**src/design/scratch_buffer.sv**
```systemverilog
`timescale 1ns/1ps
`default_nettype none

module scratch_buffer #(
  parameter int ADDR_BITS = 8,
  parameter int DATA_BITS = 8
) (
  input  logic                 clk,
  input  logic                 rst_n,
  input  logic                 wr_en,
  input  logic [ADDR_BITS-1:0] addr,
  input  logic [DATA_BITS-1:0] wdata,
  output logic [DATA_BITS-1:0] rdata
);

  localparam int DEPTH = 2 ** ADDR_BITS;

  logic [DATA_BITS-1:0] mem [DEPTH];

  // Single port, a write cycle leaves rdata unchanged
  always_ff @(posedge clk or negedge rst_n) begin
    if (!rst_n) begin
      for (int i = 0; i < DEPTH; i++) begin
        mem[i] <= '0;
      end
      rdata <= '0;
    end else if (wr_en) begin
      mem[addr] <= wdata;
    end else begin
      rdata <= mem[addr];
    end
  end

endmodule

`default_nettype wire

```
**config.mk**
```make
export PLATFORM = sky130hd
export DESIGN_NAME = scratch_buffer
export DESIGN_NICKNAME = d
export VERILOG_FILES = /design/src/design/scratch_buffer.sv
export SDC_FILE = /design/constraint.sdc
export NUM_CORES = 2
export LEC_CHECK = 0
export BUFFER_PORTS_ARGS = -buffer_cell sky130_fd_sc_hd__buf_4
export CORE_UTILIZATION = 36
export CTS_CLUSTER_DIAMETER = 50
export CTS_CLUSTER_SIZE = 24
export DETAILED_ROUTE_END_ITERATION = 16
export PLACE_DENSITY = 0.62
export SYNTH_ARGS = -nofsm -noshare
export SYNTH_HDL_FRONTEND = slang
export SYNTH_SLANG_ARGS = --single-unit
```
**constraint.sdc**
```tcl
create_clock -name clk -period 5.2 [get_ports clk]
set_input_delay 1.3 -clock clk [delete_from_list [all_inputs] [get_ports clk]]
set_output_delay 1.3 -clock clk [all_outputs]
set_load 0.03 [all_outputs]
```
==> impl_summary.log <==
[metrics] number of unique standard cell types used by synthesis: 65
[metrics] total congestion overflow after global routing: 0
[metrics] TritonCTS clock tree: built
[metrics] status: finished, final reports clean
[metrics] register-to-register setup slack: between 1.5 and 2 ns
[metrics] worst skew pair latency: 0.90 ns
[metrics] net count after synthesis: 6091
[metrics] Hold Vio Cnt, Final: 0
[metrics] Top FF cell, synth: sky130_fd_sc_hd__dfrtp_1
[metrics] critical path type: input port to register
[metrics] nature of the critical path startpoint: input port
[metrics] worst-case setup slack after placement: ~0.26 ns
[metrics] dpl hpwl: roughly 180000 um
[metrics] yosys warns: 0
[metrics] count of max-cap constraint violations: 0
[metrics] Leak: approximately 0.05 uW
[metrics] critical path peak fanout: 43
[metrics] area growth from synthesis to final layout: 14.1%
[metrics] commonest non-fill, non-tap cells in the layout: 2056 x sky130_fd_sc_hd__dfrtp_1, 1988 x sky130_fd_sc_hd__mux2_2, 479 x sky130_fd_sc_hd__mux4_2, 279 x sky130_fd_sc_hd__buf_4, 216 x sky130_fd_sc_hd__clkbuf_16
[metrics] CTS sink count: ~2000
[metrics] count of filler cells inserted in the layout: 23400
[metrics] Routed WL per cell: 28.4 um
[metrics] total negative slack: 0 ns
[metrics] vias in the first global route: 58900
[metrics] RePlAce Congestion: 0.894
[metrics] DIE WIDTH: 513 um
[metrics] final slew viol count: 0
[metrics] total length of routed wires: approximately 280000 um
[metrics] Cell Area, Synth: 94000 um2
[metrics] quantity of gates resized following cts: 0
[metrics] share of Yosys cell area claimed by the top area cell type: 0.547
[metrics] Core Util, Final: 0.413
[metrics] data arrival time of the critical path: 5.05 ns
[metrics] register area share after synthesis: 0.547
[metrics] drt via density: 5.70
[metrics] number of DRC violations after detailed-routing iteration 0: ~4600
[metrics] Async SR Flop Fraction: 1.00
[metrics] Setup Fix Bufs, Post-CTS: 0
[metrics] most common library cell in the layout ignoring fill and taps: sky130_fd_sc_hd__dfrtp_1
[metrics] clk buf depth: 3
[metrics] fraction of final layout cells with drive strength greater than 1: 0.530
[metrics] multi-input combinational cell area: between 40000 and 50000 um2
[metrics] number of nets still failing antenna checks after routing: 0
[metrics] Slew HR: 0.163
[metrics] total number of vias: 55600
[metrics] port bufs: 26
[metrics] number of top-level design ports: 27
[metrics] Std-Cell Core Area: 260000 um2
[metrics] maximum number of pins on one net before global-route repair: 141
[metrics] global-route wire length before repair: 415000 um
[metrics] number of clock buffers inserted by TritonCTS: ~220
[metrics] Worst Tran Pin Value: approximately 1.3 ns
[metrics] crit path setup slack, layout: 0.898 ns
[metrics] cell type with the largest total area after synthesis: sky130_fd_sc_hd__dfrtp_1
[metrics] net total in the final layout: a little over 6000
[metrics] peak clock frequency supported by timing: 232 MHz
[metrics] Total Die Area: 263000 um2
[metrics] Tmin final: 4.30 ns
[metrics] All-Layer GR Usage: 0.212
[metrics] unrepaired setup endpoints after global routing: no
[metrics] portion of the clock cycle consumed by the worst path in the final layout: 0.827
[metrics] cell count after synthesis: 6072
[metrics] number of flops mapped to enable cells by yosys: 0
[metrics] DRC violations left: 0
[metrics] clock-pin transition on the worst setup and hold timing paths: 0.07 ns
[metrics] required time of the critical path: ~6.0 ns
[metrics] clock skew after layout: between 0.05 and 0.06 ns
[metrics] starting utilization of the core area: 0.362
[metrics] Setup crit end kind: register
[metrics] power density over cell area: 344 nW/um2
[metrics] CTS H-tree lvls: 4
[metrics] register bit count reported by yosys: 2056
[metrics] hold-fix buffer count after cts: 0
[metrics] number of antenna violations at the first check in global routing: 11
[metrics] 1st-pass router iterations: 5
[metrics] area of all sequential standard cells: 51400 um2
[metrics] Die Y-Extent: roughly 510 um
[metrics] classification of the worst-slack hold path: input port to asynchronous set/reset pin
[metrics] CTS root buf: sky130_fd_sc_hd__clkbuf_16
[metrics] row count: 187
[metrics] setup-violating endpoint count in the final report: 0
[metrics] maximum resistive drop on vdd: 273 uV
[metrics] ranking of synthesized cells by area: sky130_fd_sc_hd__dfrtp_1 55%, sky130_fd_sc_hd__mux2_2 24%, sky130_fd_sc_hd__mux4_2 11%, sky130_fd_sc_hd__mux2i_1 1.6%, sky130_fd_sc_hd__clkbuf_1 1.2%
[metrics] post-synthesis area per instance: approximately 15 um2
-- critical path: stages --
cell and delay (ns):
sky130_fd_sc_hd__buf_8 0.41, sky130_fd_sc_hd__buf_12 0.33, sky130_fd_sc_hd__mux4_2 0.35, sky130_fd_sc_hd__and3_1 0.23, sky130_fd_sc_hd__nor4_1 0.79, sky130_fd_sc_hd__o2111ai_1 0.42, sky130_fd_sc_hd__a22oi_1 0.51, sky130_fd_sc_hd__o211ai_1 0.35
sky130_fd_sc_hd__o2bb2ai_1 0.24
-- sequential cells by signal, summed over array words and instances, names as in the netlist --
signal and cells:
mem 2048, rdata 8
-- worst paths after layout --
path                            cells past startpoint        end  startpoint
worst max-delay path                                9   rdata[0]     addr[1]
worst min-delay path                                1  mem[1716]       rst_n
worst max register to register                      7   rdata[0]   mem[1408]
worst min register to register                      1  mem[1669]   mem[1669]
max in group asynchronous                           2   mem[815]       rst_n
min in group clk                                    1  mem[1669]   mem[1669]
-- per-layer routing --
metal	routed length, um	GRT usage	vias to the layer above	share of wire
li1	-	-	22900	-
met1	120000	0.292	30500	0.43
met2	129000	0.331	1636	0.46
met3	17500	0.0414	540	0.063
met4	11100	0.0786	12	0.040
met5	77	0	-	0.00028
-- area by class of cell --
| type | count | share of cell area |
|---|---|---|
| antenna | 2 | 0.0000466 |
| inverter | 3 | 0.000128 |
| multi-input combinational | 3552 | 0.378 |
| tap | 3402 | 0.0397 |
| sequential | 2056 | 0.479 |
| timing repair buffer | 334 | 0.0291 |
| clock buffer | 246 | 0.0536 |
| clock inverter | 163 | 0.0198 |
-- Yosys cell counts (4+ instances only) --
library cell / instances
sky130_fd_sc_hd__a311oi_1: 5
sky130_fd_sc_hd__mux4_2: 479
sky130_fd_sc_hd__nand3_1: 46
sky130_fd_sc_hd__mux2i_1: 152
sky130_fd_sc_hd__nor2b_1: 25
sky130_fd_sc_hd__o22a_1: 7
sky130_fd_sc_hd__nand2_1: 180
sky130_fd_sc_hd__and3_1: 12
sky130_fd_sc_hd__a22o_1: 4
sky130_fd_sc_hd__nor2_1: 97
sky130_fd_sc_hd__and2_1: 6
sky130_fd_sc_hd__buf_2: 92
sky130_fd_sc_hd__nand2b_1: 11
sky130_fd_sc_hd__dfrtp_1: 2056
sky130_fd_sc_hd__nor2_4: 7
sky130_fd_sc_hd__buf_1: 18
sky130_fd_sc_hd__a22oi_1: 54
sky130_fd_sc_hd__a2111oi_0: 5
sky130_fd_sc_hd__o22ai_1: 52
sky130_fd_sc_hd__a31oi_1: 6
sky130_fd_sc_hd__o21ai_0: 32
sky130_fd_sc_hd__nor2_2: 125
sky130_fd_sc_hd__a32oi_1: 4
sky130_fd_sc_hd__clkbuf_1: 294
sky130_fd_sc_hd__buf_6: 7
sky130_fd_sc_hd__nor3_1: 19
sky130_fd_sc_hd__o2111ai_1: 7
sky130_fd_sc_hd__mux2_1: 78
sky130_fd_sc_hd__o221ai_1: 7
sky130_fd_sc_hd__a21oi_1: 34
sky130_fd_sc_hd__a32o_1: 14
sky130_fd_sc_hd__a41oi_1: 4
sky130_fd_sc_hd__a221oi_1: 11
sky130_fd_sc_hd__nor4_1: 8
sky130_fd_sc_hd__buf_4: 50
sky130_fd_sc_hd__o211ai_1: 11
sky130_fd_sc_hd__mux2_2: 1988
sky130_fd_sc_hd__nand4_1: 4
sky130_fd_sc_hd__a211oi_1: 17
-- logic make-up (layout without fill, tap and decap cells) --
family | count (synthesis) | in the layout | share of synthesized area
multiplexers | 2697 | 2697 | 0.378
AO/OA/AOI/OAI | 294 | 294 | 0.0225
AND/OR/NAND/NOR | 561 | 561 | 0.0299
buffers and inverters | 464 | 746 | 0.0223
other | 0 | 2 | 0
flip-flops | 2056 | 2056 | 0.547
-- report_power, final --
group	internal [uW]	leakage (uW)	switching, uW
combinational	1310	0.0181	1770
clock	9390	0.00379	7360
sequential	16800	0.0283	398
-- through the flow --
stage | cells | hold WS, ns | area (um2) | power (uW)
floorplan | 6072 | 0.453 | 94000 | 19100
CTS | 9756 | 0.414 | 107000 | 37300
finish | 9758 | 0.460 | 107000 | 37000
global placement | 9346 | 0.464 | 99500 | 20400
global route | 9757 | 0.463 | 107000 | 38200
detailed placement | 9347 | 0.471 | 99500 | 20500
Power figures use the tool's default switching activity.
