--- src/common/cfu_defs.svh ---
`ifndef CFU_DEFS_SVH
`define CFU_DEFS_SVH

// Buffer geometry
`define CFU_A_ADDR_BITS 8
`define CFU_B_ADDR_BITS 8
`define CFU_A_DATA_BITS 8
`define CFU_B_DATA_BITS 32

// Dot-product row
`define CFU_LANES 4
`define CFU_ACC_BITS 32
`define CFU_LEN_BITS 10

// funct7 command codes
`define CFU_OP_WRITE_A 1
`define CFU_OP_WRITE_B 2
`define CFU_OP_COMPUTE 3
`define CFU_OP_READ 4

`endif

--- src/common/cfu_pkg.sv ---
`default_nettype none
`include "cfu_defs.svh"

package cfu_pkg;

  // Command channel payload
  typedef struct packed {
    logic [6:0]  funct7;
    logic [2:0]  funct3;
    logic [31:0] operand0;
    logic [31:0] operand1;
  } cfu_cmd_t;

  // operand0 is a buffer address for writes, the length K for compute
  typedef union packed {
    struct packed {
      logic [31-`CFU_A_ADDR_BITS:0] pad;
      logic [`CFU_A_ADDR_BITS-1:0]  addr;
    } addr_view;
    struct packed {
      logic [31-`CFU_LEN_BITS:0] pad;
      logic [`CFU_LEN_BITS-1:0]  k_len;
    } len_view;
  } cfu_operand0_u;

  typedef struct packed {
    logic [31:0] data;
  } cfu_rsp_t;

  typedef struct packed {
    logic                        we;
    logic [`CFU_A_ADDR_BITS-1:0] addr;
    logic [`CFU_A_DATA_BITS-1:0] data;
  } buf_port_a_t;

  typedef struct packed {
    logic                        we;
    logic [`CFU_B_ADDR_BITS-1:0] addr;
    logic [`CFU_B_DATA_BITS-1:0] data;
  } buf_port_b_t;

  // Lane 0 sits in the most significant slot
  typedef logic [0:`CFU_LANES-1][7:0] lane_vec_t;
  typedef logic [0:`CFU_LANES-1][`CFU_ACC_BITS-1:0] result_row_t;

endpackage

`default_nettype wire

--- src/tpu/mac_pe.sv ---
`timescale 1ns/1ps
`default_nettype none
`include "cfu_defs.svh"

module mac_pe (
  input  logic                            clk,
  input  logic                            rst_n,
  input  logic                            clear,
  input  logic signed [7:0]               north,
  input  logic signed [7:0]               west,
  output logic signed [7:0]               east,
  output logic signed [`CFU_ACC_BITS-1:0] result
);

  logic signed [15:0]               prod;
  logic signed [`CFU_ACC_BITS-1:0]  acc_q;
  logic signed [7:0]                east_q;

  assign prod = north * west;

  // Accumulator wraps at 32 bits
  always_ff @(posedge clk or negedge rst_n) begin
    if (!rst_n) begin
      acc_q  <= '0;
      east_q <= '0;
    end else begin
      if (clear) begin
        acc_q <= '0;
      end else begin
        acc_q <= acc_q + prod;
      end
      east_q <= west;
    end
  end

  assign east   = east_q;
  assign result = acc_q;

endmodule

`default_nettype wire

--- src/tpu/mac_row.sv ---
`timescale 1ns/1ps
`default_nettype none
`include "cfu_defs.svh"

module mac_row
  import cfu_pkg::*;
(
  input  logic                               clk,
  input  logic                               rst_n,
  input  logic                               clear,
  input  logic signed [`CFU_A_DATA_BITS-1:0] a_in,
  input  lane_vec_t                          b_in,
  output result_row_t                        acc
);

  // A enters PE 0 and hops one PE per cycle
  logic signed [7:0]               a_west [`CFU_LANES];
  logic signed [7:0]               a_east [`CFU_LANES];
  logic [`CFU_ACC_BITS-1:0]        pe_res [`CFU_LANES];

  assign a_west[0] = a_in;

  for (genvar j = 0; j < `CFU_LANES; j++) begin : g_pe
    mac_pe u_pe (
      .clk    (clk),
      .rst_n  (rst_n),
      .clear  (clear),
      .north  (b_in[j]),
      .west   (a_west[j]),
      .east   (a_east[j]),
      .result (pe_res[j])
    );

    if (j > 0) begin : g_link
      assign a_west[j] = a_east[j-1];
    end
  end

  // Lane 0 lands in the top word
  always_comb begin
    for (int i = 0; i < `CFU_LANES; i++) begin
      acc[i] = pe_res[i];
    end
  end

endmodule

`default_nettype wire

--- src/tpu/tpu_seq.sv ---
`timescale 1ns/1ps
`default_nettype none
`include "cfu_defs.svh"

module tpu_seq
  import cfu_pkg::*;
(
  input  logic                        clk,
  input  logic                        rst_n,
  input  logic                        start,
  input  logic [`CFU_LEN_BITS-1:0]    k_len,
  output logic                        busy,
  output logic [`CFU_A_ADDR_BITS-1:0] a_addr,
  output logic [`CFU_B_ADDR_BITS-1:0] b_addr,
  input  logic [`CFU_A_DATA_BITS-1:0] a_rdata,
  input  lane_vec_t                   b_rdata,
  output result_row_t                 result
);

  // Buffer read plus feed register
  localparam int FEED_DLY = 2;
  localparam int CNT_BITS = `CFU_LEN_BITS + 1;

  logic                              busy_q;
  logic [`CFU_LEN_BITS-1:0]          k_q;
  logic [`CFU_LEN_BITS-1:0]          idx_q;
  logic [CNT_BITS-1:0]               cnt_q;
  logic                              issue;
  logic                              rd_vld_q;
  logic                              capture;
  logic signed [`CFU_A_DATA_BITS-1:0] a_feed_q;
  lane_vec_t                         b_feed_q;
  logic [7:0]                        sk1_q;
  logic [1:0][7:0]                   sk2_q;
  logic [2:0][7:0]                   sk3_q;
  lane_vec_t                         b_in;
  logic                              clear;
  result_row_t                       acc;
  result_row_t                       result_q;

  assign issue   = busy_q && (idx_q != k_q);
  // Last pair leaves PE 3 three cycles after PE 0
  assign capture = busy_q && (cnt_q == {1'b0, k_q} + CNT_BITS'(FEED_DLY + 3));
  assign clear   = start;

  always_ff @(posedge clk or negedge rst_n) begin
    if (!rst_n) begin
      busy_q   <= 1'b0;
      k_q      <= '0;
      idx_q    <= '0;
      cnt_q    <= '0;
      rd_vld_q <= 1'b0;
      result_q <= '0;
    end else begin
      rd_vld_q <= issue;
      if (start) begin
        busy_q <= 1'b1;
        k_q    <= k_len;
        idx_q  <= '0;
        cnt_q  <= '0;
      end else if (busy_q) begin
        cnt_q <= cnt_q + 1'b1;
        if (issue) idx_q <= idx_q + 1'b1;
        if (capture) busy_q <= 1'b0;
      end
      if (capture) result_q <= acc;
    end
  end

  // Zero outside the read window so idle cycles add nothing
  always_ff @(posedge clk or negedge rst_n) begin
    if (!rst_n) begin
      a_feed_q <= '0;
      b_feed_q <= '0;
      sk1_q    <= '0;
      sk2_q    <= '0;
      sk3_q    <= '0;
    end else begin
      a_feed_q <= rd_vld_q ? a_rdata : '0;
      b_feed_q <= rd_vld_q ? b_rdata : '0;
      sk1_q    <= b_feed_q[1];
      sk2_q    <= {sk2_q[0], b_feed_q[2]};
      sk3_q    <= {sk3_q[1:0], b_feed_q[3]};
    end
  end

  // Lane j lags by j cycles to meet A in PE j
  assign b_in = {b_feed_q[0], sk1_q, sk2_q[1], sk3_q[2]};

  mac_row u_mac_row (
    .clk   (clk),
    .rst_n (rst_n),
    .clear (clear),
    .a_in  (a_feed_q),
    .b_in  (b_in),
    .acc   (acc)
  );

  assign busy   = busy_q;
  assign a_addr = idx_q[`CFU_A_ADDR_BITS-1:0];
  assign b_addr = idx_q[`CFU_B_ADDR_BITS-1:0];
  assign result = result_q;

  start_idle_a: assert property (@(posedge clk) disable iff (!rst_n)
    start |-> !busy_q);

endmodule

`default_nettype wire

--- config.mk ---
export PLATFORM = sky130hd
export DESIGN_NAME = tpu_seq
export DESIGN_NICKNAME = d
export VERILOG_FILES = /design/src/common/cfu_pkg.sv /design/src/tpu/mac_pe.sv /design/src/tpu/mac_row.sv /design/src/tpu/tpu_seq.sv
export VERILOG_INCLUDE_DIRS = /design/src /design/src/common
export SDC_FILE = /design/constraint.sdc
export NUM_CORES = 2
export LEC_CHECK = 0
export BUFFER_PORTS_ARGS = -buffer_cell sky130_fd_sc_hd__buf_2
export CAP_MARGIN = 5
export CORE_AREA = 2 2 347 383
export DETAILED_ROUTE_END_ITERATION = 10
export DIE_AREA = 0 0 349 385
export GPL_TIMING_DRIVEN = 0
export PLACE_DENSITY = 0.48
export SETUP_SLACK_MARGIN = 0.15
export SLEW_MARGIN = 20
export SYNTH_ARGS = -nofsm -noshare
export SYNTH_HDL_FRONTEND = slang
export SYNTH_SLANG_ARGS = --single-unit
--- constraint.sdc ---
create_clock -name clk -period 8.55 [get_ports clk]
set_clock_uncertainty 0.15 [all_clocks]
set_input_delay 0.855 -clock clk [delete_from_list [all_inputs] [get_ports clk]]
set_output_delay 0.855 -clock clk [all_outputs]
set_load 0.05 [all_outputs]
==> flow_metrics.tcl <==
set metrics [dict create \
    status "completed" \
    cts-htree-levels 2 \
    post-route-period-util_pct 81.2 \
    start_util_pct 26.9 \
    met2_usage_pct 22.7 \
    drv_slew 0 \
    synth_largest_area_cell "fa_1" \
    final_nets 4068 \
    viasPerCell 4.33 \
    cts_tree "done" \
    synth_cell_types 77 \
    dieArea_um2 134000 \
    finalSetupTns_ps 0 \
    dieHeight_um 385 \
    ys_seq_elements 401 \
    hold_buffers 0 \
    synth-main-ff-cell "dfrtp_1" \
    ys_warn_count 0 \
    row_count 139 \
    place_congestion 0.811 \
    cp_slowest_cell "fa_1" \
    hold_viol 0 \
    maxCapViolCount 0 \
    drt_iter0_markers 886 \
    reg2reg_setup_slack_ps 1610 \
    crit_type "flip-flop to flip-flop" \
    syn_avg_cell_area_um2 12.0 \
    synth_cells 2924 \
    drc 0 \
    rsz0062_at_grt "no" \
    synthArstFlopShare_pct 100 \
    path_common_cell "fa_1" \
    hp-class "primary input to async pin" \
    dr.pass1.iters 7 \
    post_cts_buffers 0 \
    clk_latency_ps 650 \
    arrival_ps 7290 \
    grt.busiest_layer "met2" \
    ios 198 \
    fin_crit_ps 6940 \
    overflow 0 \
    antenna_found_initial 6 \
    synth.top_cell.area_share_pct 31.1 \
    synth_edf_count 0 \
    slew-limit-headroom_pct 31.7 \
    gr-usage-met3_pct 2.31 \
    area_growth_pct 14.8 \
    max_stage_delay_ps 770 \
    syn-cell-area_um2 35100 \
    netlist_top_cells_count "fa_1, dfrtp_1, inv_1" \
    cts_root_buf "clkbuf_16" \
    die_w_um 349 \
    seq_area_frac_synth_pct 28.6 \
    place_hpwl_mm 69.7 \
    grt_pass1_wl_mm 142 \
    grt_usage_pct 13.7 \
    endpoint_kind "flip-flop" \
    numCtsBuffers 52 \
    ctsResizeCount 0 \
    ys_top_cells_by_area "fa_1, dfrtp_1, ha_1" \
    crit_path_cell_trace "nand2_1 > fa_1 > fa_1 > inv_1 > fa_1 > fa_1 > ha_1 > ha_1 > clkbuf_1 > and3_1 > a221o_1 > a21oi_1 > and3_1 > o21ai_1 > o21a_1 > o41ai_1 > mux2_2" \
    clk_pin_slew_ps 60 \
    cts_sinks 401 \
    vias 21300 \
    grtUsageMet1_pct 18.4 \
    drive_gt1_share_pct 15.1 \
    grt_pass1_vias 24000 \
    setup_viol 0 \
    synth.most_common_cell "fa_1" \
    core_um2 130000 \
    fmax_mhz 144 \
    ctsLongestPathBuffers 3 \
    crit_fanout 13 \
    worst_slew_pin_slew_ps 1020 \
    wl_mm 87.4 \
    required_ps 8900 \
    startpoint_type "flip-flop" \
    postRouteAntennaNets 0 \
    synthesis.nets 3804 \
    routedWlPerCell_um 17.8 \
    io_buffers 197 \
    grt_max_degree 90 \
]
-- worst paths after layout --
kind / cells after the start / start / to
max: 17 / u_mac_row.g_pe[0].u_pe.east[2] / u_mac_row.g_pe[1].u_pe.result[30]
min: 1 / rst_n / result[50]
max reg2reg: 17 / u_mac_row.g_pe[0].u_pe.east[2] / u_mac_row.g_pe[1].u_pe.result[30]
min reg2reg: 0 / b_feed_q[8] / sk2_q[0]
max in group asynchronous: 2 / rst_n / u_mac_row.g_pe[0].u_pe.result[25]
min in group clk: 0 / b_feed_q[8] / sk2_q[0]
-- cell families after synthesis --
logic type / synth area share [%]
AOI/OAI and AO/OA: 5.53
xor gates and xnor gates: 3.60
adders and majority gates: 41.2
buffers and inverters: 5.59
DFF: 28.6
muxes: 5.78
and+or+nand+nor: 9.72
-- cells in the final DEF, fill, tap and decap left out, types with 5 or more instances in the layout --
| cell | instances |
|---|---|
| a211oi_1 | 29 |
| a21o_1 | 49 |
| a21boi_0 | 5 |
| o21bai_1 | 7 |
| buf_2 | 199 |
| a21oi_1 | 75 |
| and2_2 | 8 |
| xnor2_1 | 87 |
| o21a_1 | 19 |
| a2111oi_0 | 6 |
| o31ai_1 | 6 |
| o21ai_0 | 48 |
| nor3_1 | 35 |
| nand2_1 | 157 |
| buf_4 | 16 |
| clkinv_2 | 18 |
| and2_1 | 164 |
| mux2_2 | 25 |
| mux2_4 | 100 |
| buf_16 | 7 |
| dfrtp_1 | 401 |
| clkbuf_16 | 54 |
| inv_1 | 387 |
| nor2_1 | 141 |
| fa_1 | 544 |
| buf_12 | 17 |
| nor2b_1 | 54 |
| mux2_1 | 20 |
| nor4_1 | 7 |
| nand4_1 | 9 |
| nor3b_1 | 6 |
| clkbuf_1 | 28 |
| or3_1 | 8 |
| o211ai_1 | 5 |
| ha_1 | 283 |
| xor2_1 | 57 |
| nand3_1 | 20 |
| clkbuf_8 | 6 |
| and3_1 | 16 |
| nand2b_1 | 16 |
-- sequential cells by signal, indices dropped and copies added (netlist names) --
signal / flops
result: 128
u_mac_row.g_pe.u_pe.result: 128
b_feed_q: 32
u_mac_row.g_pe.u_pe.east: 24
b_in: 16
sk3_q: 16
cnt_q: 11
idx_q: 10
k_q: 10
a_feed_q: 8
sk1_q: 8
sk2_q: 8
busy: 1
rd_vld_q: 1
-- area by class of cell --
type                            count  area (µm²)
Sequential cell                   401       10000
Antenna cell                        1        2.50
Inverter                          388        1460
Timing Repair Buffer              210        1310
Buffer                             62         509
Multi-Input combinational cell   2073       23100
Clock buffer                       64        1450
Fill cell                       13200       90000
Clock inverter                     32         280
Tap cell                         1692        2120
-- through the flow --
step | std cells | instance area [µm²] | worst slack (ps) | utilization, % | hold WS, ps
after floorplan | 2924 | 35100 | 2060 | - | 181
after global placement | 4813 | 38200 | -2470 | 29.3 | 182
after detailed placement | 4826 | 38500 | 1500 | 29.6 | 185
after CTS | 4922 | 40200 | 1490 | 30.9 | 0.766
after global routing | 4922 | 40200 | 1150 | 30.9 | 33.4
final | 4923 | 40200 | 1610 | 30.9 | 32.6
-- per-layer routing --
layer,vias to the layer above,wire [µm]
met1,10900,39500
li1,9967,-
met4,4,2580
met2,273,41800
met3,105,3480
met5,-,19
-- worst max-delay path: cells and delay by family (launching register included) --
family / cells / cell delay, ps
buffers and inverters: 2 / 770
AOI/OAI and AO/OA: 5 / 1290
adders and majority gates: 6 / 2950
muxes: 1 / 380
and+or+nand+nor: 3 / 660
DFF: 1 / 590
Power is left out: the tool's default activity adds up to more than one toggle a clock period on the data nets, which glitch-free logic cannot reach.
