File: src/common/cfu_defs.svh
`ifndef CFU_DEFS_SVH
`define CFU_DEFS_SVH

// Buffer geometry
`define CFU_A_ADDR_BITS 8
`define CFU_B_ADDR_BITS 8
`define CFU_A_DATA_BITS 8
`define CFU_B_DATA_BITS 32

// Dot-product row
`define CFU_LANES 4
`define CFU_ACC_BITS 32
`define CFU_LEN_BITS 10

// funct7 command codes
`define CFU_OP_WRITE_A 1
`define CFU_OP_WRITE_B 2
`define CFU_OP_COMPUTE 3
`define CFU_OP_READ 4

`endif

File: src/common/cfu_pkg.sv
`default_nettype none
`include "cfu_defs.svh"

package cfu_pkg;

  // Command channel payload
  typedef struct packed {
    logic [6:0]  funct7;
    logic [2:0]  funct3;
    logic [31:0] operand0;
    logic [31:0] operand1;
  } cfu_cmd_t;

  // operand0 is a buffer address for writes, the length K for compute
  typedef union packed {
    struct packed {
      logic [31-`CFU_A_ADDR_BITS:0] pad;
      logic [`CFU_A_ADDR_BITS-1:0]  addr;
    } addr_view;
    struct packed {
      logic [31-`CFU_LEN_BITS:0] pad;
      logic [`CFU_LEN_BITS-1:0]  k_len;
    } len_view;
  } cfu_operand0_u;

  typedef struct packed {
    logic [31:0] data;
  } cfu_rsp_t;

  typedef struct packed {
    logic                        we;
    logic [`CFU_A_ADDR_BITS-1:0] addr;
    logic [`CFU_A_DATA_BITS-1:0] data;
  } buf_port_a_t;

  typedef struct packed {
    logic                        we;
    logic [`CFU_B_ADDR_BITS-1:0] addr;
    logic [`CFU_B_DATA_BITS-1:0] data;
  } buf_port_b_t;

  // Lane 0 sits in the most significant slot
  typedef logic [0:`CFU_LANES-1][7:0] lane_vec_t;
  typedef logic [0:`CFU_LANES-1][`CFU_ACC_BITS-1:0] result_row_t;

endpackage

`default_nettype wire

File: src/design/cfu_cmd_ctrl.sv
`timescale 1ns/1ps
`default_nettype none
`include "cfu_defs.svh"

module cfu_cmd_ctrl
  import cfu_pkg::*;
(
  input  logic                        clk,
  input  logic                        rst_n,
  input  logic                        cmd_valid,
  output logic                        cmd_ready,
  input  cfu_cmd_t                    cmd,
  output logic                        rsp_valid,
  input  logic                        rsp_ready,
  output cfu_rsp_t                    rsp,
  output buf_port_a_t                 port_a,
  output buf_port_b_t                 port_b,
  input  logic [`CFU_A_ADDR_BITS-1:0] seq_a_addr,
  input  logic [`CFU_B_ADDR_BITS-1:0] seq_b_addr,
  output logic                        start,
  output logic [`CFU_LEN_BITS-1:0]    k_len,
  input  logic                        busy,
  input  result_row_t                 result
);

  localparam logic [2:0] S_IDLE  = 3'd0;
  localparam logic [2:0] S_WR_A  = 3'd1;
  localparam logic [2:0] S_WR_B  = 3'd2;
  localparam logic [2:0] S_START = 3'd3;
  localparam logic [2:0] S_WAIT  = 3'd4;
  localparam logic [2:0] S_READ  = 3'd5;
  localparam logic [2:0] S_RESP  = 3'd6;

  logic [2:0]    state_q;
  logic [2:0]    state_d;
  cfu_cmd_t      cmd_q;
  cfu_operand0_u op0;
  cfu_rsp_t      rsp_q;

  assign op0 = cmd_q.operand0;

  always_comb begin
    state_d = state_q;
    case (state_q)
      S_IDLE: begin
        if (cmd_valid) begin
          case (cmd.funct7)
            `CFU_OP_WRITE_A: state_d = S_WR_A;
            `CFU_OP_WRITE_B: state_d = S_WR_B;
            `CFU_OP_COMPUTE: state_d = S_START;
            `CFU_OP_READ:    state_d = S_READ;
            // Unknown opcode answers zero straight away
            default:         state_d = S_RESP;
          endcase
        end
      end
      S_WR_A, S_WR_B, S_READ: state_d = S_RESP;
      S_START: state_d = S_WAIT;
      // busy is already high on the first wait cycle
      S_WAIT: if (!busy) state_d = S_RESP;
      S_RESP: if (rsp_ready) state_d = S_IDLE;
      default: state_d = S_IDLE;
    endcase
  end

  always_ff @(posedge clk or negedge rst_n) begin
    if (!rst_n) begin
      state_q <= S_IDLE;
      cmd_q   <= '0;
      rsp_q   <= '0;
    end else begin
      state_q <= state_d;
      if (cmd_valid && cmd_ready) begin
        cmd_q <= cmd;
        rsp_q <= '0;
      end
      // Lane select from operand1, address field ignored
      if (state_q == S_READ) begin
        rsp_q.data <= result[cmd_q.operand1[1:0]];
      end
    end
  end

  assign cmd_ready = (state_q == S_IDLE);
  assign rsp_valid = (state_q == S_RESP);
  assign rsp       = rsp_q;
  assign start     = (state_q == S_START);
  assign k_len     = op0.len_view.k_len;

  // Sequencer owns the buffer addresses while computing
  always_comb begin
    port_a.we   = (state_q == S_WR_A);
    port_a.addr = busy ? seq_a_addr : op0.addr_view.addr;
    port_a.data = cmd_q.operand1[31 -: `CFU_A_DATA_BITS];
    port_b.we   = (state_q == S_WR_B);
    port_b.addr = busy ? seq_b_addr : op0.addr_view.addr;
    port_b.data = cmd_q.operand1;
  end

  rsp_hold_a: assert property (@(posedge clk) disable iff (!rst_n)
    rsp_valid && !rsp_ready |=> rsp_valid && $stable(rsp));

endmodule

`default_nettype wire

File: config.mk
export PLATFORM = sky130hd
export DESIGN_NAME = cfu_cmd_ctrl
export DESIGN_NICKNAME = d
export VERILOG_FILES = /design/src/common/cfu_pkg.sv /design/src/design/cfu_cmd_ctrl.sv
export VERILOG_INCLUDE_DIRS = /design/src /design/src/common
export SDC_FILE = /design/constraint.sdc
export NUM_CORES = 1
export LEC_CHECK = 0
export BUFFER_PORTS_ARGS = -buffer_cell sky130_fd_sc_hd__clkbuf_2
export CAP_MARGIN = 30
export CORE_AREA = 2 2 127 129
export CTS_BUF_LIST = sky130_fd_sc_hd__clkbuf_4
export DETAILED_ROUTE_END_ITERATION = 10
export DIE_AREA = 0 0 129 131
export GPL_TIMING_DRIVEN = 0
export PLACE_DENSITY_LB_ADDON = 0.1
export SYNTH_ARGS = -nofsm -noshare
export SYNTH_HDL_FRONTEND = slang
export SYNTH_SLANG_ARGS = --single-unit
export TNS_END_PERCENT = 1
File: constraint.sdc
create_clock -name clk -period 1.6 [get_ports clk]
set_input_delay 0.08 -clock clk [delete_from_list [all_inputs] [get_ports clk]]
set_output_delay 0.08 -clock clk [all_outputs]
set_load 0.01 [all_outputs]
==> results_dict.tcl, run 1 <==
set metrics [dict create \
    outcome "complete, but fails checks" \
    violations "negative setup slack" \
    drt_wl_total_um 13800 \
    cp_top_family "buffers and inverters" \
    final_common_cell "clkbuf_2" \
    wl_met3_um 940 \
    rsz0062_at_grt "true" \
    yosys.cell_types.count 30 \
    drive_gt1_frac 0.595 \
    most-common-layout-cells "clkbuf_2, nand2_1, dfrtp_1, dlygate4sd3_1, mux2_4" \
    critPathKind "reg2reg" \
    nets 932 \
    power.net_switching_mw 3.44 \
    drv_cap 0 \
    dr_total_vias 4104 \
    cp_max_fo 10 \
    p_sw_frac 0.361 \
    p_seq_frac 0.339 \
    stdcell_area_sq_um 6760 \
    end_kind "register" \
    dieWidth_um 129 \
    grt_max_degree 47 \
    antenna_found_initial 1 \
    timing.final.ws_setup_ns -0.0568 \
    max_freq_ghz 0.604 \
    fin_hold_ws_ns 0.0523 \
    synthFlopType "dfrtp_1" \
    grt_pass1_vias 4157 \
    ioPinCount 326 \
    hold_violations 0 \
    cp_common_cell "buf_12" \
    die_y_um 131 \
    synth_cells 348 \
    tightest_slew_ns 0.502 \
    num_rows 46 \
    hold_path_class "in2reg" \
    cp_data_arrival_time_ns 1.98 \
    clock_skew_ns 0.0169 \
    top_layer "met4" \
    clock_path_buffers 2 \
    clk_pin_slew_ns 0.12 \
    place_congestion 0.747 \
    ys.warnings.count 0 \
    synth_edf_count 0 \
    p_int_mw 6.10 \
    syn_area_sq_um 4290 \
    remaining_drc_errors 0 \
    grt_pass1_wl_um 20700 \
    gr-total-overflow 0 \
    worst-path-buf-inv 3 \
    antenna_left 0 \
    wl_per_cell_um 14.9 \
    route.met2.wl_um 7040 \
    drt_first_pass_iters 4 \
    worst_slew_margin_rel 0.666 \
    cts_made_buffers 9 \
    placed_area_sq_um 6090 \
    dp_slack_ns -0.191 \
    cts.sinks 77 \
    clockPowerShare 0.121 \
    cts_root_buffer "clkbuf_4" \
    cts_max_level 3 \
    min_period_ns 1.66 \
    max_stage_delay_ns 0.39 \
    fin_crit_sh 1.04 \
    cp_slowest_cell "dfrtp_1" \
    syn_area_per_cell_sq_um 12.3 \
    worstPathCellList "buf_6 > nor3_4 > and2_4 > buf_12 > buf_12 > mux2_4" \
    pwr-share-comb 0.540 \
    track_usage 0.160 \
    slew_violations 0 \
    wl_met1_um 5590 \
    powerDensity_nw_per_um2 1410 \
    ir_drop_uv 630 \
    setup_violations 38 \
    post-dp-hpwl_um 10900 \
    p_leak_nw 3.48 \
    start_util 0.275 \
    core_area_sq_um 15600 \
    vias_per_cell 4.41 \
    startpoint_type "register" \
    worst_ep_required_time_ns 1.93 \
    drt_iter0_markers 141 \
    ys_seq_area_frac 0.449 \
    synth-seq-cells 77 \
    io_buffers 300 \
    areaGrowthSynthToFinish_pct 57.5 \
    clock_latency_ns 0.44 \
    syn_nets 571 \
    cts_tree "yes" \
    async_flop_share 1.00 \
    die-area_sq_um 16900 \
]
[synthesized netlist by cell type, types with 2 or more instances]
cell / count / share of area
and3b_1: 2 / 0.0041
buf_12: 5 / 0.023
buf_2: 9 / 0.010
buf_4: 11 / 0.019
clkbuf_1: 7 / 0.0061
clkbuf_2: 2 / 0.0023
dfrtp_1: 77 / 0.45
mux2_2: 4 / 0.010
mux2_4: 38 / 0.13
mux4_2: 32 / 0.17
nand2_1: 99 / 0.087
nand2b_1: 8 / 0.012
nor2_1: 2 / 0.0018
nor3_1: 2 / 0.0023
nor3b_1: 2 / 0.0035
o21ai_0: 33 / 0.038
or4_1: 2 / 0.0035
[worst min-delay path, cell delays in order]
cell      delay (ns)
clkbuf_2        0.08
or4_4           0.12
nor3_1          0.05
o22ai_1         0.12
[registers in the layout (all words and copies together) (netlist names)]
| signal | cells |
|---|---|
| rsp | 32 |
| op0 | 10 |
| state_q | 3 |
| port_a | 8 |
| port_b | 24 |
[path summary, 6_finish.rpt]
path	startpoint	endpoint	depth (start not counted)	slack, ns
max	state_q[1]$_DFFE_PN0P_	port_b[0]$_DFFE_PN0P_	6	-0.06
min	cmd[71]	state_q[2]$_DFFE_PN0P_	4	0.05
max reg2reg	state_q[1]$_DFFE_PN0P_	port_b[0]$_DFFE_PN0P_	6	-0.06
min reg2reg	port_b[14]$_DFFE_PN0P_	port_b[14]$_DFFE_PN0P_	1	0.53
max in group asynchronous	rst_n	state_q[0]$_DFFE_PN0P_	3	0.85
min in group asynchronous	rst_n	rsp[28]$_DFFE_PN0P_	2	0.14
[routing by layer]
metal / vias up / global-route usage
li1: 1945 / -
met1: 1932 / 0.188
met2: 210 / 0.284
met3: 17 / 0.0371
met4: 0 / 0.0665
met5: - / 0
[area by class of cell]
class,count,area (sq um)
Tap cell,216,270
Antenna cell,1,2.50
Fill cell,1522,8840
Multi-Input combinational cell,234,2090
Clock buffer,9,67.6
Inverter,1,3.75
Clock inverter,6,55.1
Sequential cell,77,1930
Buffer,34,305
Timing Repair Buffer,352,2040
[kinds of logic after synthesis]
logic type,after synthesis,share of synthesized area
buf+inv,37,0.0659
mux,75,0.314
flops,77,0.449
xor+xnor,1,0.00204
simple gates,121,0.123
compound gates,37,0.0461
[power by group through the flow]
| stage | Combinational (mW) | Clock (mW) | Sequential (mW) |
|---|---|---|---|
| after global routing | 5.59 | 1.29 | 3.35 |
| after CTS | 5.19 | 1.22 | 3.24 |
| after global placement | 5.05 | 0 | 3.22 |
| final | 5.15 | 1.16 | 3.23 |
| after detailed placement | 5.08 | 0 | 3.24 |
| after floorplan | 2.94 | 0 | 3.53 |
[metrics by stage]
| step | TNS (ns) | total power, mW | std cells | util |
|---|---|---|---|---|
| 3_5_place_dp | -4.72 | 8.32 | 865 | 0.391 |
| 2_1_floorplan | 0 | 6.47 | 348 | - |
| 5_1_grt | -7.39 | 10.2 | 930 | 0.433 |
| 4_1_cts | -1.32 | 9.65 | 929 | 0.431 |
| 3_3_place_gp | -31.16 | 8.27 | 864 | 0.389 |
| 6_report | -1.53 | 9.54 | 930 | 0.433 |
[what timing repair did]
action | 4_1_cts | 5_1_grt
hold buffers | 50 | 0
buffers inserted | 0 | 1
hold endpoints to repair | 120 | 0
pin swaps | 0 | 1
setup endpoints to repair | 68 | 78
gates resized for setup | 7 | 11
Note: power is estimated with default switching activity, not from simulation.
==> run 2: changes to the inputs <==
Settings changed: BUFFER_PORTS_ARGS -buffer_cell sky130_fd_sc_hd__clkbuf_2 to not set, DONT_BUFFER_PORTS set to 1.
==> results_dict.tcl, run 2 <==
set metrics [dict create \
    ys_seq_area_frac 0.449 \
    post-dp-hpwl_um 9280 \
    synth_area_leader_cell "dfrtp_1" \
    yosys.area.top_type_share 0.449 \
    ys_top_cells_by_area "dfrtp_1, mux4_2, mux2_4" \
    clock_path_buffers 2 \
    outcome "did not finish" \
    cts_setup_buffers 0 \
    cts_root_buffer "clkbuf_4" \
    dieWidth_um 129 \
    die_y_um 131 \
    cts.sinks 77 \
    syn_area_per_cell_sq_um 12.3 \
    ioPinCount 326 \
    ys.warnings.count 0 \
    syn_nets 571 \
    dp_slack_ns -0.252 \
    io_buffers 0 \
    place_congestion 0.797 \
    synth_cells 348 \
    error "[ERROR RSZ-0060] Max buffer count reached." \
    flow.stopped_at "clock tree synthesis (4_1_cts)" \
    placed_area_sq_um 4560 \
    synth_common_cells "nand2_1, dfrtp_1, mux2_4" \
    synthFlopType "dfrtp_1" \
    start_util 0.275 \
    num_rows 46 \
    cts_max_level 3 \
    cts_resized 15 \
    async_flop_share 1.00 \
    synth-seq-cells 77 \
    cts_made_buffers 9 \
    synth_edf_count 0 \
    cts_hold_buf 117 \
    yosys.cell_types.count 30 \
    yosysMostFrequentCell "nand2_1" \
    syn_area_sq_um 4290 \
]
-- run 2: logic make-up after synthesis --
group	synth area share
xor+xnor	0.00204
flops	0.449
simple gates	0.123
buf+inv	0.0659
mux	0.314
compound gates	0.0461
-- run 2: through the flow --
stage / hold WS, ns / std cells / utilization
3_5_place_dp: -0.214 / 564 / 0.292
3_3_place_gp: -0.214 / 564 / 0.292
2_1_floorplan: -0.216 / 348 / -
==> run 3: changes to the inputs <==
Settings changed: CTS_BUF_LIST sky130_fd_sc_hd__clkbuf_4 to not set, PLACE_DENSITY_LB_ADDON 0.1 to 0.15.
Clock period 1.6 ns to 2.1 ns, I/O delays scaled along.
==> results_dict.tcl, run 3 (synthesis results as in run 1) <==
set metrics [dict create \
    outcome "finished clean" \
    grt_pass1_vias 3164 \
    busiest_layer "met2" \
    timing.final.ws_setup_ns 0.123 \
    num_rows 46 \
    clock_latency_ns 0.34 \
    core_area_sq_um 15600 \
    post-route-util 0.344 \
    min_period_ns 1.98 \
    place_congestion 0.782 \
    cts_made_buffers 9 \
    die-area_sq_um 16900 \
    drt_iter0_markers 54 \
    rr_endpoint "state_q[1]$_DFFE_PN0P_" \
    nets 631 \
    dp.cells 564 \
    stdcell_count 629 \
    worstPathCellList "buf_2 > or4_1 > o211ai_1 > o2bb2ai_1 > dlygate4sd3_1" \
    io_buffers 0 \
    cp_top_family "buffers and inverters" \
    wl_per_cell_um 20.1 \
    clock_path_buffers 2 \
    max_stage_delay_ns 0.55 \
    antenna_found_initial 0 \
    stdcell_area_sq_um 5370 \
    drt_first_pass_iters 4 \
    ioPinCount 326 \
    fin_hold_ws_ns 0.0723 \
    r2r_setup_slack_ns 0.12 \
    slew_violations 0 \
    largest_register_ffs 32 \
    worst-path-stages 5 \
    met1_usage 0.165 \
    worst_ep_required_time_ns 2.32 \
    cts_tree "yes" \
    setup_violations 0 \
    areaGrowthSynthToFinish_pct 25.1 \
    placed_area_sq_um 4560 \
    max_freq_ghz 0.506 \
    clock_skew_ns 0.00878 \
    p_leak_nw 2.26 \
    fin_crit_sh 0.941 \
    grt_use_met3 0.0472 \
    antenna_left 0 \
    die_y_um 131 \
    powerDensity_nw_per_um2 1320 \
    min_to "state_q[2]$_DFFE_PN0P_" \
    use_met2 0.254 \
    critPathKind "reg2reg" \
    cp_slowest_cell "dlygate4sd3_1" \
    dr_total_vias 2961 \
    reg2regPathDepth 5 \
    final_common_cell "nand2_1" \
    remaining_drc_errors 0 \
    post-dp-hpwl_um 9550 \
    min_from "cmd[67]" \
    vias_per_cell 4.71 \
    most-common-layout-cells "nand2_1, dfrtp_1, dlygate4sd3_1, mux2_4, o21ai_0" \
    hold_path_class "in2reg" \
    cts.sinks 77 \
    fillers 1547 \
    track_usage 0.145 \
    cp_data_arrival_time_ns 2.20 \
    dp_slack_ns 0.286 \
    start_util 0.275 \
    p_total_mw 7.07 \
    cp_max_fo 10 \
    ir_drop_uv 449 \
    hold_depth 3 \
    worst-path-buf-inv 2 \
    dieWidth_um 129 \
    drv_cap 0 \
    grt_pass1_wl_um 18200 \
    drt_wl_total_um 12700 \
    gr-total-overflow 0 \
    rsz0062_at_grt "false" \
    cts_root_buffer "clkbuf_16" \
    cts_max_level 3 \
    r2r-start "state_q[0]$_DFFE_PN0P_" \
    grt_max_degree 78 \
    hold_violations 0 \
    tns_ns 0 \
    num_antenna_cells 0 \
    tightest_slew_ns 0.604 \
    end_kind "register" \
    drive_gt1_frac 0.291 \
    startpoint_type "register" \
    clk_pin_slew_ns 0.06 \
    worst_slew_margin_rel 0.596 \
]
==> run 3: where the power goes <==
| part | leakage, nW | internal, mW | total (mW) | switching [mW] |
|---|---|---|---|---|
| sequential | 0.981 | 2.07 | 2.87 | 0.792 |
| clock | 0.136 | 0.923 | 1.55 | 0.626 |
| combinational | 1.14 | 1.60 | 2.65 | 1.05 |
==> run 3: final cells by class <==
class,instances,area [sq um],share of cell area
plain buffers,36,279,0.0520
clock buffers,11,233,0.0434
clock inverters,5,58.8,0.0110
inverters,1,3.75,0.000699
multi-input cells,234,2090,0.389
flip-flops and latches,77,1930,0.359
well taps,216,270,0.0504
repair buffers,49,508,0.0947
==> run 3: worst max-delay path by stage <==
stage | endpoint | slack (ns) | startpoint
final | state_q[1]$_DFFE_PN0P_ | 0.12 | state_q[0]$_DFFE_PN0P_
after global routing | state_q[1]$_DFFE_PN0P_ | 0.03 | state_q[0]$_DFFE_PN0P_
after CTS | state_q[1]$_DFFE_PN0P_ | 0.13 | state_q[0]$_DFFE_PN0P_
after detailed placement | port_b[7]$_DFFE_PN0P_ | 0.29 | state_q[1]$_DFFE_PN0P_
after global placement | port_b[11]$_DFFE_PN0P_ | 0.30 | state_q[1]$_DFFE_PN0P_
after floorplan | op0[0]$_DFFE_PN0P_ | 0.47 | state_q[1]$_DFFE_PN0P_
==> run 3: repair_timing <==
action / 4_1_cts / 5_1_grt
buffers inserted: 0 / 0
setup endpoints to repair: 0 / 1
hold endpoints to repair: 122 / 0
gates resized for setup: 0 / 1
hold buffers: 49 / 0
==> run 3: metal layers <==
layer | share of wire | routed length [um]
met2 | 0.51 | 6400
met4 | 0.014 | 182
met3 | 0.095 | 1200
met1 | 0.39 | 4880
met5 | 0 | 0
==> run 3: worst min-delay path, stage by stage <==
cell and delay (ns):
nor2_1 0.03, nor3_1 0.13, o22ai_1 0.10
==> run 4: changes to the inputs <==
Settings changed: ABC_AREA set to 1, CORE_AREA 2 2 127 129 to not set, CORE_MARGIN set to 2, CORE_UTILIZATION set to 30, DIE_AREA 0 0 129 131 to not set.
==> results_dict.tcl, run 4 <==
set metrics [dict create \
    yosys.cell_types.count 17 \
    most-common-layout-cells "nand2_1, nand3_1, dfrtp_1, inv_1, dlygate4sd3_1" \
    drt_wl_total_um 15000 \
    cts_root_buffer "clkbuf_16" \
    outcome "finished clean" \
    synth_area_leader_cell "dfrtp_1" \
    die-area_sq_um 15800 \
    dp_slack_ns 0.356 \
    startpoint_type "register" \
    setup_violations 0 \
    syn_nets 854 \
    wl_per_cell_um 17.1 \
    worst_slew_margin_rel 0.647 \
    syn_area_sq_um 4430 \
    clk_pin_slew_ns 0.06 \
    synth-seq-cells 77 \
    synth_simple_gate_area_frac 0.390 \
    synthFlopType "dfrtp_1" \
    core_area_sq_um 14500 \
    hold_path_class "in2reg" \
    largest_register_ffs 32 \
    tns_ns 0 \
    remaining_drc_errors 0 \
    hold_violations 0 \
    min_period_ns 1.93 \
    clock_skew_ns 0.00498 \
    async_flop_share 1.00 \
    rsz0062_at_grt "false" \
    max_freq_ghz 0.519 \
    yosys.area.top_type_share 0.435 \
    ys_top_cells_by_area "dfrtp_1, nand2_1, nand3_1" \
    yosysMostFrequentCell "nand2_1" \
    nets 912 \
    tightest_slew_ns 0.529 \
    synth_cells 631 \
    antenna_left 0 \
    drv_cap 0 \
    ys_seq_area_frac 0.435 \
    vias_per_cell 4.96 \
    gr-total-overflow 0 \
    clock_path_buffers 2 \
    cts_setup_buffers 0 \
    cts_max_level 3 \
    num_rows 44 \
    grt_use_met3 0.0595 \
    final_common_cell "nand2_1" \
    syn_area_per_cell_sq_um 7.02 \
    fin_crit_sh 0.917 \
    busiest_layer "met2" \
    io_buffers 0 \
    start_util 0.306 \
    p_leak_nw 2.73 \
    use_met2 0.334 \
    synth_top_family_by_area "simple AND/OR/NAND/NOR gates" \
    antenna_found_initial 0 \
    powerDensity_nw_per_um2 1230 \
    clock_latency_ns 0.34 \
    dieWidth_um 126 \
    cp_max_fo 10 \
    muxShareOfSynthArea 0 \
    place_congestion 0.962 \
    grt_max_degree 78 \
    cp_data_arrival_time_ns 2.20 \
    track_usage 0.192 \
    worst_ep_required_time_ns 2.38 \
    ys.warnings.count 0 \
    p_total_mw 6.65 \
    drt_first_pass_iters 5 \
    die_y_um 126 \
    critPathKind "reg2reg" \
    num_antenna_cells 0 \
    cts_made_buffers 9 \
    cts.sinks 77 \
    ioPinCount 326 \
    synth_adder_area_share 0 \
    synth-compound-area-share 0.0700 \
    post-dp-hpwl_um 11500 \
    drive_gt1_frac 0.131 \
    grt_pass1_wl_um 23900 \
    synth_common_cells "nand2_1, nand3_1, dfrtp_1" \
    areaGrowthSynthToFinish_pct 22.5 \
    end_kind "register" \
    timing.final.ws_setup_ns 0.175 \
    ir_drop_uv 518 \
    synth_xor_area_frac 0 \
    cts_tree "yes" \
    slew_violations 0 \
    synth_edf_count 0 \
    drt_iter0_markers 118 \
    dr_total_vias 4359 \
    met1_usage 0.220 \
    grt_pass1_vias 4494 \
]
-- run 4: cell count changes after synthesis, moves of 8 or more --
cell,delta
buf_2,+14
inv_1,+45
mux2_4,-38
mux4_2,-32
nand2_1,+209
nand2b_1,-8
nand3_1,+103
nor2_1,+8
o21ai_0,-28
o21ai_2,+30
-- run 4: repair_timing --
action / 4_1_cts / 5_1_grt
gates resized for setup: 0 / 1
endpoints found under the setup margin: 0 / 1
hold buffers: 47 / 0
endpoints found under the hold margin: 121 / 0
-- run 4: metrics by stage --
step | util | instance area [sq um] | cells | hold slack [ns]
floorplan | - | 4430 | 631 | -0.191
global placement | 0.322 | 4660 | 815 | -0.188
detailed placement | 0.322 | 4660 | 815 | -0.189
CTS | 0.375 | 5420 | 878 | 0.00498
global route | 0.375 | 5430 | 878 | 0.0328
finish | 0.375 | 5430 | 878 | 0.0219
-- run 4: worst paths after layout --
path / start / cells past startpoint / slack (ns) / endpoint
worst min-delay path: result[123] / 4 / 0.02 / rsp[27]$_DFFE_PN0P_
max in group asynchronous: rst_n / 2 / 1.45 / rsp[21]$_DFFE_PN0P_
worst min register to register: port_b[9]$_DFFE_PN0P_ / 2 / 0.55 / port_b[9]$_DFFE_PN0P_
worst max register to register: state_q[2]$_DFFE_PN0P_ / 9 / 0.17 / port_b[14]$_DFFE_PN0P_
min in group asynchronous: rst_n / 2 / 0.32 / port_b[19]$_DFFE_PN0P_
worst max-delay path: state_q[2]$_DFFE_PN0P_ / 9 / 0.17 / port_b[14]$_DFFE_PN0P_
-- run 4: cell type report --
cell class                 instances  area, sq um
clock buffer                       9          225
sequential                        77         1930
timing repair buffer              47          488
inverter                          49          189
multi-input combinational        460         2040
clock inverter                     7         50.0
tap                              184          230
buffer                            45          280
fill                            1538         9050
-- run 4: logic make-up (layout without fill, tap and decap cells) --
family,Yosys count,after routing
compound gates,37,37
buf+inv,94,157
flops,77,77
simple gates,423,423
-- run 4: power breakdown --
part           switching (mW)  leakage, nW  internal (mW)
Combinational            1.81         1.59          0.938
Sequential              0.553         1.01           1.89
Clock                   0.649        0.128          0.804
Total                    3.02         2.73           3.63
-- run 4: critical path: stages (launching register included) --
cell	delay (ns)
dfrtp_1	0.45
inv_4	0.13
nand2_1	0.09
inv_2	0.13
nand2_4	0.12
inv_4	0.16
buf_6	0.16
nand2_1	0.05
nand2_1	0.04
dlygate4sd3_1	0.53
-- run 4: metal layers --
layer  wire, um  vias up
li1           -     2076
met1       5760     2005
met2       7510      255
met3       1440       23
met4        335        0
met5          0        -
